[src/source/oprs_pkg.sv]
// Shared types for the operand-only station; RS_DEPTH must be a power of two, entries are FIFO

package oprs_pkg;

    // --------------------------------------------------
    // Widths
    // --------------------------------------------------
    localparam int XLEN        = 32;
    localparam int ROB_DEPTH   = 16;
    localparam int ROB_IDX_LEN = $clog2(ROB_DEPTH);
    localparam int EXCEPT_LEN  = 4;

    // Station depth where pointers wrap by plain overflow
    localparam int RS_DEPTH    = 4;
    localparam int RS_IDX_LEN  = $clog2(RS_DEPTH);

    typedef logic [XLEN-1:0]        xlen_t;
    typedef logic [ROB_IDX_LEN-1:0] rob_idx_t;
    typedef logic [RS_IDX_LEN-1:0]  rs_idx_t;
    typedef logic [RS_DEPTH-1:0]    rs_mask_t;
    typedef logic [EXCEPT_LEN-1:0]  except_code_t;

    // --------------------------------------------------
    // Bus and entry structs
    // --------------------------------------------------
    // One result on the common data bus
    typedef struct packed {
        rob_idx_t     rob_idx;
        xlen_t        value;
        logic         except_raised;
        except_code_t except_code;
    } cdb_data_t;

    // Instruction as handed over by the issue stage
    typedef struct packed {
        logic     rs1_ready;
        rob_idx_t rs1_idx;
        xlen_t    rs1_value;
        rob_idx_t dest_idx;
    } issue_req_t;

    // Station slot with issue fields plus occupancy
    typedef struct packed {
        logic     valid;
        logic     rs1_ready;
        rob_idx_t rs1_idx;
        xlen_t    rs1_value;
        rob_idx_t dest_idx;
    } rs_entry_t;

endpackage

[src/source/cdb_rr_arbiter.sv]
// Two-way CDB arbiter; a stalled winner is held until accepted, priority starts at the station
`timescale 1ns/1ps

module cdb_rr_arbiter (
    input  logic                clk_i,
    input  logic                rst_n_i,

    // Station source
    input  logic                rs_req_i,
    input  oprs_pkg::cdb_data_t rs_data_i,

    // External unit source
    input  logic                eu_valid_i,
    input  oprs_pkg::cdb_data_t eu_data_i,

    // CDB side
    input  logic                cdb_ready_i,
    output logic                rs_grant_o,
    output logic                eu_ready_o,
    output logic                cdb_valid_o,
    output oprs_pkg::cdb_data_t cdb_data_o
);
    import oprs_pkg::*;

    logic eu_prio_q;
    logic lock_q;
    logic lock_rs_q;
    logic pick_rs;
    logic accept;

    // --------------------------------------------------
    // Winner selection
    // --------------------------------------------------
    always_comb begin
        // Keep last cycle's stalled winner so the bus stays stable
        if (lock_q && (lock_rs_q ? rs_req_i : eu_valid_i)) begin
            pick_rs = lock_rs_q;
        end else if (rs_req_i && eu_valid_i) begin
            pick_rs = ~eu_prio_q;
        end else begin
            pick_rs = rs_req_i;
        end
    end

    assign cdb_valid_o = rs_req_i | eu_valid_i;
    assign cdb_data_o  = pick_rs ? rs_data_i : eu_data_i;
    assign accept      = cdb_valid_o & cdb_ready_i;
    assign rs_grant_o  = pick_rs & rs_req_i & cdb_ready_i;
    assign eu_ready_o  = ~pick_rs & eu_valid_i & cdb_ready_i;

    // Loser of the last accepted transfer goes first next time
    always_ff @(posedge clk_i or negedge rst_n_i) begin
        if (!rst_n_i) begin
            eu_prio_q <= 1'b0;
            lock_q    <= 1'b0;
            lock_rs_q <= 1'b0;
        end else begin
            if (accept) begin
                eu_prio_q <= pick_rs;
            end
            lock_q    <= cdb_valid_o & ~cdb_ready_i;
            lock_rs_q <= pick_rs;
        end
    end

endmodule

[src/source/op_only_rs_top.sv]
// Operand-only station with CDB arbiter; only accepted broadcasts reach the snoop port
`timescale 1ns/1ps

module op_only_rs_top (
    input  logic                 clk_i,
    input  logic                 rst_n_i,
    input  logic                 flush_i,

    // Issue port
    input  logic                 issue_valid_i,
    output logic                 issue_ready_o,
    input  oprs_pkg::issue_req_t issue_i,

    // External execution unit
    input  logic                 eu_valid_i,
    output logic                 eu_ready_o,
    input  oprs_pkg::cdb_data_t  eu_data_i,

    // Common data bus
    output logic                 cdb_valid_o,
    input  logic                 cdb_ready_i,
    output oprs_pkg::cdb_data_t  cdb_data_o
);
    import oprs_pkg::*;

    rs_mask_t  valid_vec;
    rs_mask_t  ready_vec;
    cdb_data_t head_data;
    logic      push;
    logic      pop;
    rs_idx_t   tail_idx;
    rs_idx_t   head_idx;
    logic      rs_req;
    logic      rs_grant;
    logic      cdb_fire;

    // Feedback of the accepted broadcast
    assign cdb_fire = cdb_valid_o & cdb_ready_i;

    // --------------------------------------------------
    // Instances
    // --------------------------------------------------
    oprs_ctrl u_ctrl (
        .clk_i         (clk_i),
        .rst_n_i       (rst_n_i),
        .flush_i       (flush_i),
        .issue_valid_i (issue_valid_i),
        .issue_ready_o (issue_ready_o),
        .valid_vec_i   (valid_vec),
        .ready_vec_i   (ready_vec),
        .rs_grant_i    (rs_grant),
        .push_o        (push),
        .pop_o         (pop),
        .tail_idx_o    (tail_idx),
        .head_idx_o    (head_idx),
        .rs_req_o      (rs_req)
    );

    oprs_entry_array u_entries (
        .clk_i         (clk_i),
        .rst_n_i       (rst_n_i),
        .flush_i       (flush_i),
        .push_i        (push),
        .pop_i         (pop),
        .tail_idx_i    (tail_idx),
        .head_idx_i    (head_idx),
        .issue_i       (issue_i),
        .snoop_valid_i (cdb_fire),
        .snoop_i       (cdb_data_o),
        .valid_vec_o   (valid_vec),
        .ready_vec_o   (ready_vec),
        .head_data_o   (head_data)
    );

    cdb_rr_arbiter u_arb (
        .clk_i         (clk_i),
        .rst_n_i       (rst_n_i),
        .rs_req_i      (rs_req),
        .rs_data_i     (head_data),
        .eu_valid_i    (eu_valid_i),
        .eu_data_i     (eu_data_i),
        .cdb_ready_i   (cdb_ready_i),
        .rs_grant_o    (rs_grant),
        .eu_ready_o    (eu_ready_o),
        .cdb_valid_o   (cdb_valid_o),
        .cdb_data_o    (cdb_data_o)
    );

endmodule

[src/source/oprs_ctrl.sv]
// Pointer control; full is seen through the tail slot valid bit, flush wins over push and pop
`timescale 1ns/1ps

module oprs_ctrl (
    input  logic              clk_i,
    input  logic              rst_n_i,
    input  logic              flush_i,

    // Issue side handshake
    input  logic              issue_valid_i,
    output logic              issue_ready_o,

    // Status from the entry array
    input  oprs_pkg::rs_mask_t valid_vec_i,
    input  oprs_pkg::rs_mask_t ready_vec_i,

    // Grant back from the CDB arbiter
    input  logic              rs_grant_i,

    // Array controls
    output logic              push_o,
    output logic              pop_o,
    output oprs_pkg::rs_idx_t tail_idx_o,
    output oprs_pkg::rs_idx_t head_idx_o,

    // Request towards the arbiter
    output logic              rs_req_o
);
    import oprs_pkg::*;

    rs_idx_t head_q;
    rs_idx_t tail_q;

    // --------------------------------------------------
    // Push and pop decisions
    // --------------------------------------------------
    always_comb begin
        // Free tail slot means room for one more
        issue_ready_o = ~valid_vec_i[tail_q];
        push_o        = issue_ready_o & issue_valid_i;

        // Only the head may broadcast to keep issue order
        rs_req_o      = valid_vec_i[head_q] & ready_vec_i[head_q];

        // Grant already includes cdb_ready_i
        pop_o         = rs_grant_i;
    end

    // --------------------------------------------------
    // Head and tail pointers
    // --------------------------------------------------
    always_ff @(posedge clk_i or negedge rst_n_i) begin
        if (!rst_n_i) begin
            head_q <= '0;
            tail_q <= '0;
        end else if (flush_i) begin
            // Queue restarts from slot zero
            head_q <= '0;
            tail_q <= '0;
        end else begin
            if (push_o) begin
                tail_q <= tail_q + rs_idx_t'(1);
            end
            if (pop_o) begin
                head_q <= head_q + rs_idx_t'(1);
            end
        end
    end

    assign tail_idx_o = tail_q;
    assign head_idx_o = head_q;

endmodule

[src/source/oprs_entry_array.sv]
// Entry storage; a push whose tag is on the accepted CDB in the same cycle captures it directly
`timescale 1ns/1ps

module oprs_entry_array (
    input  logic                 clk_i,
    input  logic                 rst_n_i,
    input  logic                 flush_i,

    // Controls from the pointer logic
    input  logic                 push_i,
    input  logic                 pop_i,
    input  oprs_pkg::rs_idx_t    tail_idx_i,
    input  oprs_pkg::rs_idx_t    head_idx_i,

    // New instruction
    input  oprs_pkg::issue_req_t issue_i,

    // Accepted CDB broadcast for wake-up
    input  logic                 snoop_valid_i,
    input  oprs_pkg::cdb_data_t  snoop_i,

    // Status and head result
    output oprs_pkg::rs_mask_t   valid_vec_o,
    output oprs_pkg::rs_mask_t   ready_vec_o,
    output oprs_pkg::cdb_data_t  head_data_o
);
    import oprs_pkg::*;

    // Occupancy and operand state
    rs_mask_t  valid_q;
    rs_mask_t  ready_q;

    // Payload per slot
    rob_idx_t  rs1_idx_q   [RS_DEPTH];
    xlen_t     rs1_value_q [RS_DEPTH];
    rob_idx_t  dest_idx_q  [RS_DEPTH];

    // Assembled view of each slot
    rs_entry_t entries     [RS_DEPTH];
    rs_mask_t  wake_vec;
    logic      snoop_ok;
    logic      push_hit;

    // Exceptional results never wake anybody
    assign snoop_ok = snoop_valid_i & ~snoop_i.except_raised;
    assign push_hit = snoop_ok & ~issue_i.rs1_ready & (issue_i.rs1_idx == snoop_i.rob_idx);

    // --------------------------------------------------
    // Slot view and parallel tag compare
    // --------------------------------------------------
    always_comb begin
        for (int i = 0; i < RS_DEPTH; i++) begin
            entries[i].valid     = valid_q[i];
            entries[i].rs1_ready = ready_q[i];
            entries[i].rs1_idx   = rs1_idx_q[i];
            entries[i].rs1_value = rs1_value_q[i];
            entries[i].dest_idx  = dest_idx_q[i];
            // Waiting slot with matching tag
            wake_vec[i] = snoop_ok & entries[i].valid & ~entries[i].rs1_ready
                        & (entries[i].rs1_idx == snoop_i.rob_idx);
        end
    end

    // --------------------------------------------------
    // Control bits
    // --------------------------------------------------
    always_ff @(posedge clk_i or negedge rst_n_i) begin
        if (!rst_n_i) begin
            valid_q <= '0;
            ready_q <= '0;
        end else if (flush_i) begin
            valid_q <= '0;
            ready_q <= '0;
        end else begin
            ready_q <= ready_q | wake_vec;
            // Push targets an empty slot and never the popped head
            if (push_i) begin
                valid_q[tail_idx_i] <= 1'b1;
                ready_q[tail_idx_i] <= issue_i.rs1_ready | push_hit;
            end
            if (pop_i) begin
                valid_q[head_idx_i] <= 1'b0;
                ready_q[head_idx_i] <= 1'b0;
            end
        end
    end

    // Payload writes
    always_ff @(posedge clk_i) begin
        for (int i = 0; i < RS_DEPTH; i++) begin
            if (wake_vec[i]) begin
                rs1_value_q[i] <= snoop_i.value;
            end
        end
        if (push_i) begin
            rs1_idx_q[tail_idx_i]   <= issue_i.rs1_idx;
            rs1_value_q[tail_idx_i] <= push_hit ? snoop_i.value : issue_i.rs1_value;
            dest_idx_q[tail_idx_i]  <= issue_i.dest_idx;
        end
    end

    // Head result carries no exception
    always_comb begin
        head_data_o.rob_idx       = entries[head_idx_i].dest_idx;
        head_data_o.value         = entries[head_idx_i].rs1_value;
        head_data_o.except_raised = 1'b0;
        head_data_o.except_code   = '0;
    end

    assign valid_vec_o = valid_q;
    assign ready_vec_o = ready_q;

endmodule

[config.mk]
export PLATFORM = sky130hd
export DESIGN_NAME = op_only_rs_top
export DESIGN_NICKNAME = d
export VERILOG_FILES = /design/src/source/oprs_pkg.sv /design/src/source/cdb_rr_arbiter.sv /design/src/source/op_only_rs_top.sv /design/src/source/oprs_ctrl.sv /design/src/source/oprs_entry_array.sv
export SDC_FILE = /design/constraint.sdc
export NUM_CORES = 1
export LEC_CHECK = 0
export ABC_CLOCK_PERIOD_IN_PS = 3800
export BUFFER_PORTS_ARGS = -buffer_cell sky130_fd_sc_hd__buf_2
export CAP_MARGIN = 20
export CORE_ASPECT_RATIO = 0.7
export CORE_MARGIN = 3
export CORE_UTILIZATION = 55
export DETAILED_ROUTE_END_ITERATION = 12
export GPL_ROUTABILITY_DRIVEN = 1
export HOLD_SLACK_MARGIN = 0.1
export PLACE_DENSITY = 0.77
export SYNTH_ARGS = -nofsm -noshare
export SYNTH_HDL_FRONTEND = slang
export SYNTH_HIERARCHICAL = 1
export SYNTH_SLANG_ARGS = --single-unit
export TNS_END_PERCENT = 50
[constraint.sdc]
create_clock -name clk_i -period 3.8 [get_ports clk_i]
set_input_delay 0.95 -clock clk_i [delete_from_list [all_inputs] [get_ports clk_i]]
set_output_delay 0.95 -clock clk_i [all_outputs]
set_load 0.05 [all_outputs]
-- Word-level counts from Yosys, hierarchy flattened
Memories as Yosys holds them, arrays and structs flattened.
Cells that the tools add are included.
- $mul: 0
- reductions and logical operators: 6
- divide/modulo/power cells: 0
- bitwise gates (word level): 41
- shifts and indexed selects: 0
- order comparisons: 5
- equal/unequal tests: 5
- add/subtract/negate cells: 2
- muxes and demuxes: 41
- operators by type and width (operator ; count):
    42-bit binary-select mux with 2-bit select ; 1
    36-bit 2-to-1 mux ; 2
    41-bit 2-to-1 mux ; 1
    32-bit 2-to-1 mux ; 1
    4-bit 2-to-1 mux ; 8
    1-bit AND ; 23
    4-bit == test ; 5
    1-bit 2-to-1 mux ; 18
    1-bit inverter ; 10
    4-bit AND ; 2
    2-bit 2-to-1 mux ; 4
    4-bit bitwise OR ; 2
    1-bit binary-select mux with 2-bit select ; 3
    2-bit by 3-bit less-than comparator with 1-bit output, second input constant ; 2
    2-bit by 1-bit adder with 2-bit output, second input constant ; 2
    4-bit bitwise mux ; 1
    1-bit demux with 2-bit select ; 2
    2-bit by 1-bit greater-or-equal comparator with 1-bit output, second input constant ; 2
    1-bit logical AND ; 4
    4-bit inverter ; 1
    2-bit nonzero test ; 2
    3-bit greater-or-equal comparator, second input constant ; 1
    2-bit inverter with 3-bit output ; 1
    1-bit bitwise OR ; 2
- input port bits: 88
- word-level logic and storage cells: 110
- memory bits (read-only): 0
- output and inout port bits: 44
- bits in writable memories: 160
- bits in registers: 15
- memories: 3
- latch bits: 0
- memories (name ; depth ; bits a word ; rd ports ; clocked after Yosys merged registers in ; wr ports ; line ; text):
    u_entries.rs1_value_q ; 4 ; 32 ; 4 ; 0 ; 5 ; oprs_entry_array.sv:35 ; xlen_t rs1_value_q [RS_DEPTH];
    u_entries.dest_idx_q ; 4 ; 4 ; 4 ; 0 ; 1 ; oprs_entry_array.sv:36 ; rob_idx_t dest_idx_q [RS_DEPTH];
    u_entries.rs1_idx_q ; 4 ; 4 ; 4 ; 0 ; 1 ; oprs_entry_array.sv:34 ; rob_idx_t rs1_idx_q [RS_DEPTH];

-- Longest topological paths before layout
- depth in word-level cells: 19
- depth in mapped cells: 15
- mapped depth without buffers: 10

-- By module
The synthesis kept the hierarchy.
- by module, submodules not included (module ; times used ; area each (um^2) ; sequential area each (um^2) ; cells each):
    oprs_entry_array ; 1 ; 8120.3 ; 5004.8 ; 447
    cdb_rr_arbiter ; 1 ; 680.7 ; 75.1 ; 62
    oprs_ctrl ; 1 ; 247.7 ; 100.1 ; 25
    op_only_rs_top ; 1 ; 6.3 ; 0.0 ; 1

-- Least setup slack after synthesis
OpenSTA, ideal clock, no wires.
- kind: register to register
- start point: reg u_ctrl.head_q[0] (netlist: u_ctrl/head_idx_o[0])
- end point: mem u_entries/rs1_value_q[3][13] (netlist bit), data pin
- data arrival time: 3.427 ns
- clock period less this slack: 3.687 ns
- buffers on the path: 4
- slack: 0.113 ns
- cell stages (with the launch flop): 15
- required time: 3.540 ns
- library setup time: 0.260 ns
- cell sequence: dfrtp_1 > and3b_1 > a311oi_1 > a31oi_1 > inv_1 > a31oi_4 > buf_6 > mux2_2 > buf_6 > xor2_1 > or3_1 > buf_6 > o21ai_4 > buf_6 > mux2_2
- RTL lines (item ; line ; text):
    start: declaration ; oprs_ctrl.sv:31 ; rs_idx_t head_q;
    start signal: assignment ; oprs_ctrl.sv:65 ; head_q <= head_q + rs_idx_t'(1);
    end: declaration ; oprs_entry_array.sv:35 ;

==> flow_metrics.py <==
metrics = {
    "outcome": {
        "status": "finished, final reports clean",
    },
    "critical_path": {
        "startpoint_type": "flop",
        "cp-end-kind": "output port",
        "cp.required_ps": 2850,
        "crit_fanout": 11,
        "cp.arrival_ps": 2690,
        "path_class": "reg -> out",
    },
    "sta": {
        "clock_skew_ps": 8.630,
        "period_minus_slack_ps": 3642,
        "post-route-period-util_pct": 95.84,
        "tightest_slew_ps": 775.1,
        "slew_viol_final": 0,
        "final_hold_viol_count": 0,
        "slew_headroom_pct": 48.14,
        "grt_setup_unrepaired": "false",
        "maxClockFrequency_ghz": 0.2746,
        "setup-tns-final_ps": 0,
        "setup_viol": 0,
        "setup_ws_ps": 157.9,
    },
    "yosys": {
        "ys_warn_count": 6,
        "seq_area_frac_synth_pct": 57.21,
        "syn_area_per_cell_sq_um": 16.93,
        "synthAdderAreaFrac_pct": 0,
        "synth-simple-area-share_pct": 3.068,
        "syn_area_sq_mm": 0.009055,
        "synthCells": 535,
        "async_flop_share_pct": 8.571,
        "synth_edf_count": 160,
        "synth.distinct_cells": 49,
        "synth-xor-area-share_pct": 1.838,
        "synth_seq_cells": 175,
        "synth_compound_area_share_pct": 3.261,
        "synth_top_family_by_area": "multiplexers",
        "synthFlopType": "edfxtp_1",
        "synthMuxAreaShare_pct": 30.36,
    },
    "placed_design": {
        "pre_cts_ws_ps": 89.54,
        "gp_congestion": 0.8451,
        "placedCellCount": 864,
        "dpl.hpwl_microns": 13350,
        "port-buffer-count": 131,
    },
    "finish": {
        "area_growth_pct": 16.89,
        "layout.nets": 759,
        "layout_commonest_cell": "edfxtp_1",
        "layoutNonFillerInstCount": 905,
        "drive_gt1_share_pct": 57.98,
        "nFillCells": 1103,
        "final_cell_mix": "edfxtp_1, mux2_2, buf_2, mux4_2, clkbuf_16",
    },
    "clock_network": {
        "path_clk_slew_ps": 60,
        "cts-root-buf": "clkbuf_16",
        "cts_made_buffers": 17,
        "clock_sinks": 175,
        "hold_buffers": 0,
        "htree_num_levels": 4,
        "cts_tree": "built",
        "cts_buffer_depth": 2,
        "clk_latency_ps": 430,
    },
    "hold_path": {
        "hold_class": "in -> async",
    },
    "detailed_routing": {
        "post_drt_wl_per_cell_microns": 22.52,
        "drc": 0,
        "final_antenna_net_count": 0,
        "drt-pass1-iter-count": 5,
        "vias_per_cell": 5.862,
        "wl_microns": 20380,
        "vias": 5305,
        "drt_iter0_drc": 513,
    },
    "pwr": {
        "p_int_mw": 3.675,
        "power_leakage_nw": 3.807,
        "power.density_mw_per_mm2": 459.0,
        "power_switching_share_pct": 24.36,
        "clkPwrFrac_pct": 36.7,
        "switchingPower_mw": 1.184,
        "comb_power_share_pct": 16.4,
        "sequentialPowerShare_pct": 46.9,
        "vdd_ir_drop_max_uv": 403.5,
    },
    "floorplan": {
        "initial_utilization_pct": 57.36,
        "num_io_pins": 132,
        "chipWidth_microns": 159.4,
        "die_h_microns": 113.4,
        "die_area_sq_mm": 0.01806,
        "fp-row-count": 38,
        "core_area_sq_mm": 0.01579,
    },
    "global_route": {
        "overflow": 0,
        "grtUsageTotal_pct": 23.12,
        "grt_max_degree": 42,
        "grt_first_pass_wirelength_microns": 31450,
        "grt_pass1_vias": 5497,
        "antenna_found_initial": 4,
    },
    "job": {
        "cap_violations": 0,
    },
}
## worst max-delay path, stage by stage, from the launching register on
cell      delay, ps
dfrtp_2         410
and3b_1         210
a311oi_1         50
a31oi_1         240
inv_1           130
a31oi_4         180
buf_12          140
buf_12          120
mux2_2          370
buf_4           190
clkbuf_4        220
## power groups by stage
| stage | logic [mW] | registers, mW | clock network (mW) |
|---|---|---|---|
| 6_report | 0.797 | 2.28 | 1.79 |
| 5_1_grt | 0.849 | 2.28 | 1.88 |
| 4_1_cts | 0.788 | 2.28 | 1.81 |
| 3_5_place_dp | 0.781 | 2.32 | 0 |
| 3_3_place_gp | 0.761 | 2.31 | 0 |
| 2_1_floorplan | 0.574 | 2.30 | 0 |
## area by class of cell
type / instances / area (sq um) / share of cell area [%]
multi-input combinational: 314 / 3507 / 33.14
antenna: 2 / 5.005 / 0.04729
clock buffer: 18 / 429.2 / 4.055
sequential: 175 / 5182 / 48.97
clock inverter: 13 / 171.4 / 1.620
inverter: 6 / 22.52 / 0.2128
tap: 220 / 275.3 / 2.601
timing repair buffer: 157 / 991.0 / 9.363
## worst paths after layout
path / cells after the start / slack [ps] / start / to
worst max-delay path: 10 / 160 / u_ctrl/head_idx_o[0] / cdb_data_o[37]
worst min-delay path: 1 / 410 / rst_n_i / u_arb/lock_rs_q
worst max register to register: 12 / 180 / u_ctrl/head_idx_o[0] / u_entries/rs1_value_q[0][17]
worst min register to register: 1 / 580 / u_arb/eu_prio_q / u_arb/eu_prio_q
max in group asynchronous: 1 / 3110 / rst_n_i / u_ctrl/head_idx_o[1]
min in group clk_i: 1 / 580 / u_arb/eu_prio_q / u_arb/eu_prio_q
## per-stage QoR
| step | hold WS (ps) | cell area [sq um] | utilization [%] | total power [mW] |
|---|---|---|---|---|
| 2_1_floorplan | 481.4 | 9070 | - | 2.878 |
| 3_3_place_gp | 567.3 | 9878 | 62.58 | 3.072 |
| 3_5_place_dp | 567.7 | 9878 | 62.58 | 3.099 |
| 4_1_cts | 408.5 | 10490 | 66.43 | 4.880 |
| 5_1_grt | 419.0 | 10580 | 67.02 | 5.012 |
| 6_report | 414.4 | 10580 | 67.05 | 4.858 |
## registers in the layout, indices dropped and copies added (netlist names)
signal / cells
u_entries/dest_idx_q: 16
u_ctrl/tail_idx_o: 2
u_entries/ready_vec_o: 4
u_arb/lock_q: 1
u_entries/rs1_value_q: 128
u_entries/valid_vec_o: 4
u_arb/lock_rs_q: 1
u_entries/rs1_idx_q: 16
u_arb/eu_prio_q: 1
u_ctrl/head_idx_o: 2
## repair_timing
item | in CTS | in global routing
pin swaps | 0 | 0
setup buffers | 0 | 8
setup endpoints to repair | 25 | 156
gates resized for setup | 2 | 5
## logic make-up after synthesis
group / after synthesis
other: 1
AND/OR/NAND/NOR: 50
buffers and inverters: 50
XOR/XNOR: 19
flip-flops: 175
AO/OA/AOI/OAI: 32
multiplexers: 208
## routing by layer
metal,track usage [%],part of all wire [%],up-vias,wire [microns]
met4,5.306,0.92,8,188
li1,-,-,2376,-
met1,32.44,44,2666,9020
met5,0,0.24,-,48
met2,35.31,45,228,9230
met3,8.050,9.3,27,1891
## cells in the mapped netlist (2+ instances only)
master | n | area share [%]
buf_1 | 3 | 0.12
mux2_1 | 13 | 1.6
inv_1 | 6 | 0.25
nand2b_1 | 2 | 0.14
nand2_1 | 8 | 0.33
xor2_1 | 11 | 1.1
clkbuf_1 | 3 | 0.12
o21ai_4 | 4 | 0.72
a211oi_1 | 6 | 0.50
buf_6 | 18 | 2.2
xnor2_1 | 8 | 0.77
a21oi_1 | 3 | 0.17
a31oi_1 | 2 | 0.14
mux4_2 | 36 | 9.0
nor3_1 | 3 | 0.17
dfrtp_1 | 15 | 4.1
buf_4 | 14 | 1.2
and2_1 | 3 | 0.21
nor2b_1 | 7 | 0.48
a311oi_1 | 2 | 0.19
or3_1 | 2 | 0.14
nor2_1 | 11 | 0.46
mux2_2 | 156 | 19
buf_2 | 6 | 0.33
mux2i_1 | 2 | 0.22
a31o_2 | 4 | 0.39
or2_2 | 2 | 0.14
edfxtp_1 | 160 | 53
and3_1 | 4 | 0.28
o21bai_1 | 2 | 0.17
Note: power is estimated with default switching activity, not from simulation.
